<file path="src/include/fp16_defines.svh">
//////////////////////////////////////////////////
// half precision format constants, include where
// field widths, the bias or the canonical NaN are
// needed
//////////////////////////////////////////////////

`ifndef FP16_DEFINES_SVH
`define FP16_DEFINES_SVH

// word and field widths
`define FP16_WIDTH      16
`define FP16_EXP_WIDTH  5
`define FP16_MAN_WIDTH  10

// exponent bias
`define FP16_EXP_BIAS   15

// all-ones exponent, infinity and NaN
`define FP16_EXP_MAX    31

// canonical quiet NaN
// sign 0, exponent all ones, fraction msb set
`define FP16_QNAN       16'h7E00

`endif
</file>
<file path="src/fp16_pkg.sv">
//////////////////////////////////////////////////
// shared types for the fp16 multiplier, imported
// by the blocks that pass operand classes around
//////////////////////////////////////////////////

`default_nettype none

package fp16_pkg;

    // operand and result class
    // zero also covers flushed subnormals
    typedef enum logic [1:0] {
        fp_zero   = 2'b00,
        fp_normal = 2'b01,
        fp_inf    = 2'b10,
        fp_nan    = 2'b11
    } fp_class_t;

endpackage

`default_nettype wire

</file>
<file path="src/fp16_mul_top.sv">
//////////////////////////////////////////////////
// fp16 multiplier top, one operation per clock,
// result and flags two cycles after in_valid
//////////////////////////////////////////////////

`timescale 1ns/1ps
`default_nettype none

`include "fp16_defines.svh"

module fp16_mul_top
    import fp16_pkg::*;
(
    input  logic                   clk,
    input  logic                   nRST,
    input  logic                   in_valid,
    input  logic [`FP16_WIDTH-1:0] a_in,
    input  logic [`FP16_WIDTH-1:0] b_in,
    output logic [`FP16_WIDTH-1:0] product,
    output logic                   out_valid,
    output logic                   overflow_flag,
    output logic                   inexact_flag,
    output logic                   invalid_flag
);

    // unpacked operands
    logic                       sign_a;
    logic                       sign_b;
    logic [`FP16_EXP_WIDTH-1:0] exp_a;
    logic [`FP16_EXP_WIDTH-1:0] exp_b;
    logic [`FP16_MAN_WIDTH:0]   sig_a;
    logic [`FP16_MAN_WIDTH:0]   sig_b;
    fp_class_t                  class_a;
    fp_class_t                  class_b;

    // tree outputs
    logic [12:0]                tree_result;
    logic                       tree_overflow;
    logic                       tree_round_loss;
    logic                       value_ready;

    // exponent path outputs, aligned with value_ready
    logic                       res_sign;
    logic signed [6:0]          exp_sum;
    fp_class_t                  res_class;

    fp16_unpack u_unpack_a (
        .op       (a_in),
        .sign     (sign_a),
        .exp      (exp_a),
        .sig      (sig_a),
        .op_class (class_a)
    );

    fp16_unpack u_unpack_b (
        .op       (b_in),
        .sign     (sign_b),
        .exp      (exp_b),
        .sig      (sig_b),
        .op_class (class_b)
    );

    mul_wallacetree u_tree (
        .clk         (clk),
        .nRST        (nRST),
        .a           (sig_a),
        .b           (sig_b),
        .active      (in_valid),
        .result      (tree_result),
        .overflow    (tree_overflow),
        .round_loss  (tree_round_loss),
        .value_ready (value_ready)
    );

    fp16_exp_path u_exp_path (
        .clk       (clk),
        .nRST      (nRST),
        .in_valid  (in_valid),
        .sign_a    (sign_a),
        .sign_b    (sign_b),
        .exp_a     (exp_a),
        .exp_b     (exp_b),
        .class_a   (class_a),
        .class_b   (class_b),
        .res_sign  (res_sign),
        .exp_sum   (exp_sum),
        .res_class (res_class)
    );

    fp16_round_pack u_round_pack (
        .clk           (clk),
        .nRST          (nRST),
        .value_ready   (value_ready),
        .result        (tree_result),
        .overflow      (tree_overflow),
        .round_loss    (tree_round_loss),
        .res_sign      (res_sign),
        .exp_sum       (exp_sum),
        .res_class     (res_class),
        .product       (product),
        .out_valid     (out_valid),
        .overflow_flag (overflow_flag),
        .inexact_flag  (inexact_flag),
        .invalid_flag  (invalid_flag)
    );

endmodule

`default_nettype wire

</file>
<file path="src/fp16_round_pack.sv">
//////////////////////////////////////////////////
// normalizes the tree output, rounds to nearest
// even, applies range limits and specials, and
// registers the packed word with its flags
//////////////////////////////////////////////////

`timescale 1ns/1ps
`default_nettype none

`include "fp16_defines.svh"

module fp16_round_pack
    import fp16_pkg::*;
(
    input  logic                   clk,
    input  logic                   nRST,
    input  logic                   value_ready,
    input  logic [12:0]            result,
    input  logic                   overflow,
    input  logic                   round_loss,
    input  logic                   res_sign,
    input  logic signed [6:0]      exp_sum,
    input  fp_class_t              res_class,
    output logic [`FP16_WIDTH-1:0] product,
    output logic                   out_valid,
    output logic                   overflow_flag,
    output logic                   inexact_flag,
    output logic                   invalid_flag
);

    localparam logic [`FP16_EXP_WIDTH-1:0] EXP_ONES = `FP16_EXP_MAX;
    localparam logic signed [7:0]          EXP_TOP  = `FP16_EXP_MAX;
    localparam logic [`FP16_WIDTH-1:0]     QNAN     = `FP16_QNAN;

    logic [`FP16_MAN_WIDTH-1:0] frac;
    logic                       guard;
    logic                       sticky;
    logic                       round_up;
    logic [`FP16_MAN_WIDTH:0]   frac_rnd;
    logic signed [7:0]          exp_norm;
    logic signed [7:0]          exp_rnd;
    logic [`FP16_WIDTH-1:0]     product_next;
    logic                       ovf_next;
    logic                       inexact_next;
    logic                       invalid_next;

    // product in [2,4) shifts right by one
    assign frac   = overflow ? result[12:3] : result[11:2];
    assign guard  = overflow ? result[2] : result[1];
    assign sticky = overflow ? (|result[1:0] | round_loss) : (result[0] | round_loss);

    assign exp_norm = {exp_sum[6], exp_sum} + {7'b0, overflow};

    // nearest even, ties go to even lsb
    assign round_up = guard & (sticky | frac[0]);
    assign frac_rnd = {1'b0, frac} + {{`FP16_MAN_WIDTH{1'b0}}, round_up};
    // fraction wrap bumps exponent, fraction already zero
    assign exp_rnd  = exp_norm + {7'b0, frac_rnd[`FP16_MAN_WIDTH]};

    always_comb
    begin
        product_next = '0;
        ovf_next     = 1'b0;
        inexact_next = 1'b0;
        invalid_next = 1'b0;
        case (res_class)
            fp_zero:
            begin
                product_next = {res_sign, {(`FP16_WIDTH-1){1'b0}}};
            end
            fp_inf:
            begin
                product_next = {res_sign, EXP_ONES, {`FP16_MAN_WIDTH{1'b0}}};
            end
            fp_nan:
            begin
                product_next = QNAN;
                // marker from exponent path
                invalid_next = exp_sum[6];
            end
            default:
            begin
                if (exp_rnd >= EXP_TOP)
                begin
                    // too large, saturate to infinity
                    product_next = {res_sign, EXP_ONES, {`FP16_MAN_WIDTH{1'b0}}};
                    ovf_next     = 1'b1;
                    inexact_next = 1'b1;
                end
                else if (exp_rnd < 8'sd1)
                begin
                    // would be subnormal, flush
                    product_next = {res_sign, {(`FP16_WIDTH-1){1'b0}}};
                    inexact_next = 1'b1;
                end
                else
                begin
                    product_next = {res_sign, exp_rnd[`FP16_EXP_WIDTH-1:0],
                                    frac_rnd[`FP16_MAN_WIDTH-1:0]};
                    inexact_next = guard | sticky;
                end
            end
        endcase
    end

    // output word and flags hold between results
    always_ff @(posedge clk, negedge nRST)
    begin
        if (!nRST)
        begin
            product       <= '0;
            out_valid     <= 1'b0;
            overflow_flag <= 1'b0;
            inexact_flag  <= 1'b0;
            invalid_flag  <= 1'b0;
        end
        else
        begin
            out_valid <= value_ready;
            if (value_ready)
            begin
                product       <= product_next;
                overflow_flag <= ovf_next;
                inexact_flag  <= inexact_next;
                invalid_flag  <= invalid_next;
            end
        end
    end

endmodule

`default_nettype wire

</file>
<file path="src/fp16_exp_path.sv">
//////////////////////////////////////////////////
// result sign, unbiased exponent sum and special
// class, registered in step with the tree stage
//////////////////////////////////////////////////

`timescale 1ns/1ps
`default_nettype none

`include "fp16_defines.svh"

module fp16_exp_path
    import fp16_pkg::*;
(
    input  logic                       clk,
    input  logic                       nRST,
    input  logic                       in_valid,
    input  logic                       sign_a,
    input  logic                       sign_b,
    input  logic [`FP16_EXP_WIDTH-1:0] exp_a,
    input  logic [`FP16_EXP_WIDTH-1:0] exp_b,
    input  fp_class_t                  class_a,
    input  fp_class_t                  class_b,
    output logic                       res_sign,
    output logic signed [6:0]          exp_sum,
    output fp_class_t                  res_class
);

    localparam logic [6:0]        BIAS         = `FP16_EXP_BIAS;
    // bit 6 flags an invalid operation on the NaN path
    localparam logic signed [6:0] INVALID_MARK = 7'b100_0000;

    logic              any_nan;
    logic              any_inf;
    logic              any_zero;
    logic              inf_times_zero;
    logic              snan_in;
    logic signed [6:0] sum_next;
    fp_class_t         class_next;

    assign any_nan  = (class_a == fp_nan) || (class_b == fp_nan);
    assign any_inf  = (class_a == fp_inf) || (class_b == fp_inf);
    assign any_zero = (class_a == fp_zero) || (class_b == fp_zero);

    assign inf_times_zero = ((class_a == fp_inf) && (class_b == fp_zero)) ||
                            ((class_a == fp_zero) && (class_b == fp_inf));

    // unpack clears the exponent lsb for a signaling NaN
    assign snan_in = ((class_a == fp_nan) && !exp_a[0]) ||
                     ((class_b == fp_nan) && !exp_b[0]);

    always_comb
    begin
        sum_next = {2'b00, exp_a} + {2'b00, exp_b} - BIAS;
        // precedence: nan, inf, zero, normal
        if (any_nan || inf_times_zero)
        begin
            class_next = fp_nan;
            sum_next   = (inf_times_zero || snan_in) ? INVALID_MARK : '0;
        end
        else if (any_inf)
        begin
            class_next = fp_inf;
        end
        else if (any_zero)
        begin
            class_next = fp_zero;
        end
        else
        begin
            class_next = fp_normal;
        end
    end

    always_ff @(posedge clk, negedge nRST)
    begin
        if (!nRST)
        begin
            res_sign  <= 1'b0;
            exp_sum   <= '0;
            res_class <= fp_zero;
        end
        else if (in_valid)
        begin
            res_sign  <= sign_a ^ sign_b;
            exp_sum   <= sum_next;
            res_class <= class_next;
        end
    end

endmodule

`default_nettype wire

</file>
<file path="src/mul_wallacetree.sv">
//////////////////////////////////////////////////
// 11x11 carry-save wallace tree for significands,
// four 3:2 stages, one register, a fifth stage and
// a final add; product split for the rounding step
//////////////////////////////////////////////////

`timescale 1ns/1ps
`default_nettype none

module mul_wallacetree (
    input  logic        clk,
    input  logic        nRST,
    input  logic [10:0] a,
    input  logic [10:0] b,
    input  logic        active,
    output logic [12:0] result,
    output logic        overflow,
    output logic        round_loss,
    output logic        value_ready
);

    // full product width
    localparam int PW = 22;

    // partial product rows, shifted to weight
    logic [PW-1:0] pp   [11];
    // rows left after each stage
    logic [PW-1:0] s1   [8];
    logic [PW-1:0] s2   [6];
    logic [PW-1:0] s3   [4];
    logic [PW-1:0] s4   [3];
    // pipeline register between stage 4 and 5
    logic [PW-1:0] s4_q [3];
    logic [PW-1:0] s5   [2];
    logic [PW-1:0] prod;

    genvar i, g, k;

    generate
        for (i = 0; i < 11; i++)
        begin : g_pp
            assign pp[i] = {11'b0, a & {11{b[i]}}} << i;
        end
    endgenerate

    // stage 1: 11 rows -> 8
    // each cell is a full adder, carry lands one bit up
    generate
        for (g = 0; g < 3; g++)
        begin : g_s1
            for (k = 0; k < PW - 1; k++)
            begin : g_fa
                assign {s1[2*g+1][k+1], s1[2*g][k]} =
                    pp[3*g][k] + pp[3*g+1][k] + pp[3*g+2][k];
            end
            // carry out of the top bit cannot occur
            assign s1[2*g][PW-1] = pp[3*g][PW-1] ^ pp[3*g+1][PW-1] ^ pp[3*g+2][PW-1];
            assign s1[2*g+1][0]  = 1'b0;
        end
    endgenerate

    // two rows pass through
    assign s1[6] = pp[9];
    assign s1[7] = pp[10];

    // stage 2: 8 rows -> 6
    generate
        for (g = 0; g < 2; g++)
        begin : g_s2
            for (k = 0; k < PW - 1; k++)
            begin : g_fa
                assign {s2[2*g+1][k+1], s2[2*g][k]} =
                    s1[3*g][k] + s1[3*g+1][k] + s1[3*g+2][k];
            end
            assign s2[2*g][PW-1] = s1[3*g][PW-1] ^ s1[3*g+1][PW-1] ^ s1[3*g+2][PW-1];
            assign s2[2*g+1][0]  = 1'b0;
        end
    endgenerate

    assign s2[4] = s1[6];
    assign s2[5] = s1[7];

    // stage 3: 6 rows -> 4, nothing left over
    generate
        for (g = 0; g < 2; g++)
        begin : g_s3
            for (k = 0; k < PW - 1; k++)
            begin : g_fa
                assign {s3[2*g+1][k+1], s3[2*g][k]} =
                    s2[3*g][k] + s2[3*g+1][k] + s2[3*g+2][k];
            end
            assign s3[2*g][PW-1] = s2[3*g][PW-1] ^ s2[3*g+1][PW-1] ^ s2[3*g+2][PW-1];
            assign s3[2*g+1][0]  = 1'b0;
        end
    endgenerate

    // stage 4: 4 rows -> 3
    generate
        for (k = 0; k < PW - 1; k++)
        begin : g_s4
            assign {s4[1][k+1], s4[0][k]} = s3[0][k] + s3[1][k] + s3[2][k];
        end
    endgenerate

    assign s4[0][PW-1] = s3[0][PW-1] ^ s3[1][PW-1] ^ s3[2][PW-1];
    assign s4[1][0]    = 1'b0;
    assign s4[2]       = s3[3];

    // strobe follows active by one cycle
    always_ff @(posedge clk, negedge nRST)
    begin
        if (!nRST)
        begin
            value_ready <= 1'b0;
        end
        else
        begin
            value_ready <= active;
        end
    end

    // carry-save rows, held while idle
    always_ff @(posedge clk)
    begin
        if (active)
        begin
            s4_q <= s4;
        end
    end

    // stage 5: last 3 rows -> 2
    generate
        for (k = 0; k < PW - 1; k++)
        begin : g_s5
            assign {s5[1][k+1], s5[0][k]} = s4_q[0][k] + s4_q[1][k] + s4_q[2][k];
        end
    endgenerate

    assign s5[0][PW-1] = s4_q[0][PW-1] ^ s4_q[1][PW-1] ^ s4_q[2][PW-1];
    assign s5[1][0]    = 1'b0;

    // carry-propagate add
    assign prod = s5[0] + s5[1];

    // bit 21 set means the product is in [2,4)
    assign overflow   = prod[21];
    // 10 fraction bits plus guard and one spare
    assign result     = prod[20:8];
    assign round_loss = |prod[7:0];

endmodule

`default_nettype wire

</file>
<file path="src/fp16_unpack.sv">
//////////////////////////////////////////////////
// splits one fp16 operand into fields and sorts it
// into zero, normal, infinity or NaN
//////////////////////////////////////////////////

`timescale 1ns/1ps
`default_nettype none

`include "fp16_defines.svh"

module fp16_unpack
    import fp16_pkg::*;
(
    input  logic [`FP16_WIDTH-1:0]     op,
    output logic                       sign,
    output logic [`FP16_EXP_WIDTH-1:0] exp,
    output logic [`FP16_MAN_WIDTH:0]   sig,
    output fp_class_t                  op_class
);

    localparam logic [`FP16_EXP_WIDTH-1:0] EXP_ONES = `FP16_EXP_MAX;

    logic [`FP16_EXP_WIDTH-1:0] exp_field;
    logic [`FP16_MAN_WIDTH-1:0] frac_field;
    logic                       quiet_bit;

    assign sign       = op[`FP16_WIDTH-1];
    assign exp_field  = op[`FP16_WIDTH-2 -: `FP16_EXP_WIDTH];
    assign frac_field = op[`FP16_MAN_WIDTH-1:0];
    assign quiet_bit  = frac_field[`FP16_MAN_WIDTH-1];

    always_comb
    begin
        if (exp_field == '0)
        begin
            // zero or subnormal, both flushed
            op_class = fp_zero;
            exp      = '0;
            sig      = '0;
        end
        else if (exp_field == EXP_ONES)
        begin
            op_class = (frac_field == '0) ? fp_inf : fp_nan;
            // signaling NaN marked by clearing the exponent lsb
            if ((frac_field != '0) && !quiet_bit)
            begin
                exp = EXP_ONES - 1'b1;
            end
            else
            begin
                exp = EXP_ONES;
            end
            sig = '0;
        end
        else
        begin
            // hidden bit only here
            op_class = fp_normal;
            exp      = exp_field;
            sig      = {1'b1, frac_field};
        end
    end

endmodule

`default_nettype wire

</file>
<file path="config.mk">
export PLATFORM = sky130hd
export DESIGN_NAME = fp16_mul_top
export DESIGN_NICKNAME = d
export VERILOG_FILES = /design/src/fp16_pkg.sv /design/src/fp16_mul_top.sv /design/src/fp16_round_pack.sv /design/src/fp16_exp_path.sv /design/src/mul_wallacetree.sv /design/src/fp16_unpack.sv
export VERILOG_INCLUDE_DIRS = /design/src /design/src/include
export SDC_FILE = /design/constraint.sdc
export NUM_CORES = 1
export LEC_CHECK = 0
export BUFFER_PORTS_ARGS = -buffer_cell sky130_fd_sc_hd__buf_2
export CAP_MARGIN = 20
export CORE_UTILIZATION = 60
export CTS_CLUSTER_SIZE = 16
export DETAILED_ROUTE_END_ITERATION = 12
export GPL_ROUTABILITY_DRIVEN = 0
export GPL_TIMING_DRIVEN = 0
export PLACE_DENSITY = 0.86
export SLEW_MARGIN = 20
export SYNTH_ARGS = -nofsm -noshare
export SYNTH_HDL_FRONTEND = slang
export SYNTH_SLANG_ARGS = --single-unit
</file>
<file path="constraint.sdc">
create_clock -name clk -period 18.6 [get_ports clk]
set_clock_uncertainty 0.2 [all_clocks]
set_input_delay 0 -clock clk [delete_from_list [all_inputs] [get_ports clk]]
set_output_delay 0 -clock clk [all_outputs]
set_load 0.005 [all_outputs]
</file>
== Word level (Yosys, flattened, before mapping) ==
Index checks and enable logic that the tools add are counted.
W data, S select, Z words.
Storage, ports and cells
  bits in registers: 78
  output and inout bits: 20
  bits in read-only memories: 0
  RAM bits: 0
  memories kept: 0
  latch bits: 0
Operators by class
  bitwise logic cells: 17
  divide/modulo/power cells: 0
  mux-type cells: 33
  multipliers: 0
  add/subtract/negate cells: 202
  reductions and logical operators: 29
  shifts and indexed selects: 0
  equal/unequal tests: 8
  order comparisons: 2
Operator list (number)
  $add A1 B1 Y2: 112
  $add A2 B1 Y2: 84
  $and A11 B11 Y11: 11
  $pmux W16 S3: 1
  $mux W11: 4
  $mux W15: 2
  $add A21 B22 Y22: 1
  $logic_not A10 Y1: 2
  $mux W5: 4
  $reduce_bool A10 Y1: 2
  $mux W7: 2
  $mux W1: 13
  $eq A2 B2 Y1 const B: 6
  $mux W2: 6
  $add A10 B1 Y11: 1
  $eq A5 B5 Y1 const B: 2
  $logic_not A5 Y1: 2
  $mux W10: 1
  $add A7 B2 Y8: 1
  $add A8 B1 Y8: 1
  $ge A8 B6 Y1 const B: 1
  $lt A8 B2 Y1 const B: 1
  $reduce_or A8 Y1: 1
  $logic_or A1 B1 Y1: 7
  other kinds (10): 23

== Depth between registers and ports, before layout ==
  depth after elaboration: 14
  gate-level depth with buffers: 29
  depth with buffers taken out: 27

== By module ==
From an unflattened synthesis, not the netlist that was laid out.
Unflattened totals
  cell total of the unflattened synthesis: 782
  area total of the unflattened synthesis: 7836.3 um^2
Modules (own cells, without submodules)
  mul_wallacetree: cells each 481, instances 1, area each 5245.0 um^2
  fp16_round_pack: cells each 171, instances 1, area each 1526.5 um^2
  fp16_exp_path: cells each 74, instances 1, area each 689.4 um^2
  fp16_unpack: cells each 28, instances 2, area each 187.7 um^2

== Worst setup path after synthesis ==
OpenSTA, ideal clock, no wires.
  kind: reg-to-reg
  from: register u_tree.s4_q[14] in the netlist's numbering
  to: register u_round_pack.product[8]
  path buffers: 2
  arrival: 5.693 ns
  setup slack: 12.572 ns
  required time: 18.265 ns
  stages on the path, launching flop included: 25
  cells stage by stage: edfxtp_1 > fa_1 > ha_1 > buf_6 > a21o_1 > a221o_1 > a221oi_2 > o2bb2ai_2 > xnor2_1 > buf_2 > nand2_1 > a21oi_1 > ha_1 > nand3b_1 > a21oi_1 > nand3_1 > fa_1 > nand3b_1 > xnor2_1 > o41a_1 > o21ai_0 > a21o_1 > nor3_1 > a221oi_1 > o31ai_1
On the way
  cells in the longest elaborated chain, start to end: 11
  elaborated cells between the ends (all ways): 15
  classes of those cells: 5 x add/sub; 2 x order compare; 6 x mux; 2 x bitwise
Ends and longest elaborated chain
  from (decl): RTL line mul_wallacetree.sv:33  | logic [PW-1:0] s4_q [3];
  from (signal assigned): RTL line mul_wallacetree.sv:127  | s4_q <= s4;
  $add A2 B1 Y2 (*): RTL line mul_wallacetree.sv:135  | assign {s5[1][k+1], s5[0][k]} = s4_q[0][k] + s4_q[1][k] + s4_q[2][k];
  $add A21 B22 Y22 (*): RTL line mul_wallacetree.sv:143  | assign prod = s5[0] + s5[1];
  $mux W1 or $mux W10 (tied branches): RTL line fp16_round_pack.sv:50, fp16_round_pack.sv:48
  $or A1 B1 Y1: RTL line fp16_round_pack.sv:55  | assign round_up = guard & (sticky | frac[0]);
  $and A1 B1 Y1: RTL line fp16_round_pack.sv:55
  $add A10 B1 Y11: RTL line fp16_round_pack.sv:56  | assign frac_rnd = {1'b0, frac} + {{`FP16_MAN_WIDTH{1'b0}}, round_up};
  $add A8 B1 Y8: RTL line fp16_round_pack.sv:58  | assign exp_rnd = exp_norm + {7'b0, frac_rnd[`FP16_MAN_WIDTH]};
  $lt A8 B2 Y1: RTL line fp16_round_pack.sv:90  | else if (exp_rnd < 8'sd1)
  $mux W15: RTL line fp16_round_pack.sv:90
  $mux W15 (*): RTL line fp16_round_pack.sv:83  | if (exp_rnd >= EXP_TOP)
  $pmux W16 S3 (*): RTL line fp16_round_pack.sv:66  | case (res_class)
  to (signal assigned): RTL line fp16_round_pack.sv:122  | product <= product_next;
  to (decl): RTL line fp16_round_pack.sv:24  | output logic [`FP16_WIDTH-1:0] product,
Mark *: on every way between the ends. The rest lies on a longest branch, timed or not.
A chain may end at the register's enable or synchronous reset.

== Final worst setup path ==
Ends and elaborated chain as after synthesis.

==> results.json <==
{
  "status": "finished, final reports clean",
  "slew_headroom": 0.314,
  "clk_latency_ps": 340,
  "die_h_um": 116,
  "start_util": 0.616,
  "fin_crit_ps": 6800,
  "grt_pass1_vias": 6161,
  "synthDistinctLibCells": 65,
  "fmax_mhz": 147,
  "wirelength_um": 18400,
  "cts.sinks": 78,
  "cts_setup_buffers": 0,
  "critPathCaptureType": "flop",
  "grt_pass1_wl_um": 29900,
  "drive_above_1_share": 0.101,
  "final_common_cell": "inv_1",
  "maxSlewViolCount": 0,
  "power_density_nw_per_um2": 159,
  "track_usage": 0.292,
  "hold_viol": 0,
  "p_total_mw": 1.38,
  "cp_max_fo": 10,
  "drtIter0Drc": 680,
  "final_core_util": 0.684,
  "maxCapViolations": 0,
  "fin_crit_sh": 0.366,
  "synth_edf_count": 47,
  "async_reset_ff_frac": 0.397,
  "post_synth.cell_area_avg_sq_um": 9.76,
  "fillers": 944,
  "grt_max_degree": 50,
  "htree_levels": 3,
  "cts_tree": "yes",
  "yosysTopAreaCell": "fa_1",
  "hp-class": "input pin to flop",
  "syn_area_sq_um": 7800,
  "rrSetupSlack_ps": 11800,
  "ys_ff_latch": 78,
  "cts_buffer_depth": 2,
  "seq_area_frac_synth": 0.280,
  "antenna_found_initial": 0,
  "power.leakage_nw": 4.14,
  "num_vias": 6223,
  "ys_dominant_reg_cell": "edfxtp_1",
  "worstPathArrival_ps": 6850,
  "cp.required_ps": 18650,
  "synth.top_cell.area_share": 0.223,
  "multi_input_area_sq_um": 4960,
  "finalSetupViolations": 0,
  "drcViolationCount": 0,
  "hpwlAfterDp_um": 13800,
  "synth_nets": 972,
  "die-area_sq_um": 13500,
  "syn_to_final_growth_pct": 11.0,
  "rsz0062_at_grt": "false",
  "fin_nets": 1045,
  "portBuffers": 54,
  "vias_per_cell": 5.93,
  "fp.dieW_um": 116,
  "setup_tns_ps": 0,
  "synth_cells": 799,
  "clk_pin_slew_ps": 60,
  "core_area_sq_um": 12700,
  "wl_per_cell_um": 17.5,
  "antenna_cells": 0,
  "final_cell_mix": "inv_1 (113), and3_1 (87), fa_1 (87)",
  "rows": 41,
  "io_pins": 55,
  "cts_buffers": 9,
  "clockRootBuffer": "clkbuf_16",
  "path_class": "flop to flop",
  "final-seq-area_sq_um": 2190,
  "crit_path_start_kind": "flop",
  "synth_area_leaders": "fa_1 (22%), edfxtp_1 (18%), dfrtp_1 (9.9%), ha_1 (8.2%), and3_1 (7.0%)",
  "cts-resized-gates": 0,
  "tightestPinTransition_ps": 1030,
  "overflow": 0,
  "drt-pass1-iter-count": 7,
  "drtAntennaViolNets": 0,
  "ys_warn_count": 0,
  "peakVddDrop_uv": 108
}
[cell families after synthesis]
group	after synthesis	share of synthesized area
simple gates	247	0.168
buf+inv	169	0.0837
fa+ha+maj	138	0.305
compound gates	123	0.112
flops	78	0.280
xor+xnor	35	0.0393
mux	9	0.0120
[layout make-up]
cell class              instances  area share
well taps                     172      0.0248
plain buffers                  54      0.0256
flip-flops and latches         78       0.252
multi-input cells             552       0.573
inverters                     115      0.0498
clock buffers                   9      0.0260
clock inverters                 7     0.00809
repair buffers                 62      0.0404
[stage by stage]
step / setup WS [ps] / cell area [sq um] / cells / hold slack (ps)
floorplan: 12570 / 7800 / 799 / -496
global placement: 12010 / 8290 / 1025 / -138
detailed placement: 11900 / 8290 / 1025 / -137
CTS: 11890 / 8660 / 1049 / 9.27
global route: 11340 / 8660 / 1049 / 28.7
finish: 11800 / 8660 / 1049 / 13.3
[layer usage]
metal | up-vias | global-route usage | part of all wire
met5 | - | 0 | 0
li1 | 2868 | - | -
met2 | 330 | 0.489 | 0.48
met4 | 0 | 0.134 | 0.039
met3 | 67 | 0.0439 | 0.072
met1 | 2958 | 0.375 | 0.41
[timing repair]
action	CTS	global route
setup endpoints to repair	0	0
hold buffers	8	0
hold endpoints to repair	35	0
[final timing paths]
| check | start | to | cells past startpoint |
|---|---|---|---|
| worst max-delay path | u_tree.s4_q[14] | u_round_pack.product[8] | 26 |
| worst min-delay path | b_in[1] | u_tree.s4_q[45] | 3 |
| worst max register to register | u_tree.s4_q[14] | u_round_pack.product[8] | 26 |
| worst min register to register | u_tree.value_ready | u_round_pack.out_valid | 0 |
| max in group asynchronous | nRST | u_exp_path.res_class[1] | 2 |
| min in group asynchronous | nRST | u_round_pack.product[1] | 2 |
[critical path, stage by stage, from the launching register on]
cell       delay [ps]
edfxtp_1          390
fa_1              480
ha_1              310
buf_6             140
a21o_1            220
a221o_1           340
a221oi_2          350
o2bb2ai_2         240
xnor2_1           270
buf_2             290
nand2_1            90
a21oi_1           150
ha_1              250
nand3b_1          240
a21oi_1           250
nand3_1           120
fa_1              410
inv_1              70
ha_1              240
nor3_1             60
a31o_2            220
a41oi_1           290
nand3_1           140
a21o_1            270
a2111oi_0         490
a221oi_1          100
o31ai_1            90
[synthesized netlist by cell type, types with 3 or more instances]
library cell / n
inv_1: 113
and2_1: 9
a41oi_1: 3
o2bb2ai_1: 3
dfrtp_1: 31
buf_2: 3
o211ai_1: 5
nand4_1: 6
ha_1: 51
a21oi_1: 31
a21o_1: 11
a22o_1: 4
a31oi_1: 3
xor2_1: 12
nor2b_1: 4
nor3_1: 13
o22ai_1: 5
a221oi_1: 3
edfxtp_1: 47
nor2_1: 33
fa_1: 87
a31o_2: 4
o21ai_0: 16
mux2_2: 3
xnor2_1: 23
a21boi_0: 4
nand2_1: 51
clkbuf_1: 49
or3_1: 3
mux2i_1: 6
nor4_1: 6
a211oi_1: 7
nand3_1: 23
nor4b_1: 3
and3_1: 87
[flip-flops by register name, indices dropped and copies added (netlist names)]
signal,cells
u_round_pack.inexact_flag,1
u_round_pack.overflow_flag,1
u_exp_path.exp_sum,7
u_tree.s4_q,47
u_exp_path.res_class,2
u_round_pack.product,16
u_tree.value_ready,1
u_round_pack.out_valid,1
u_round_pack.invalid_flag,1
u_exp_path.res_sign,1
[report_power, final]
group | internal, mW | switching, mW
Sequential | 0.243 | 0.0214
Combinational | 0.382 | 0.559
Clock | 0.104 | 0.0703
(Power assumes the default switching activity.)
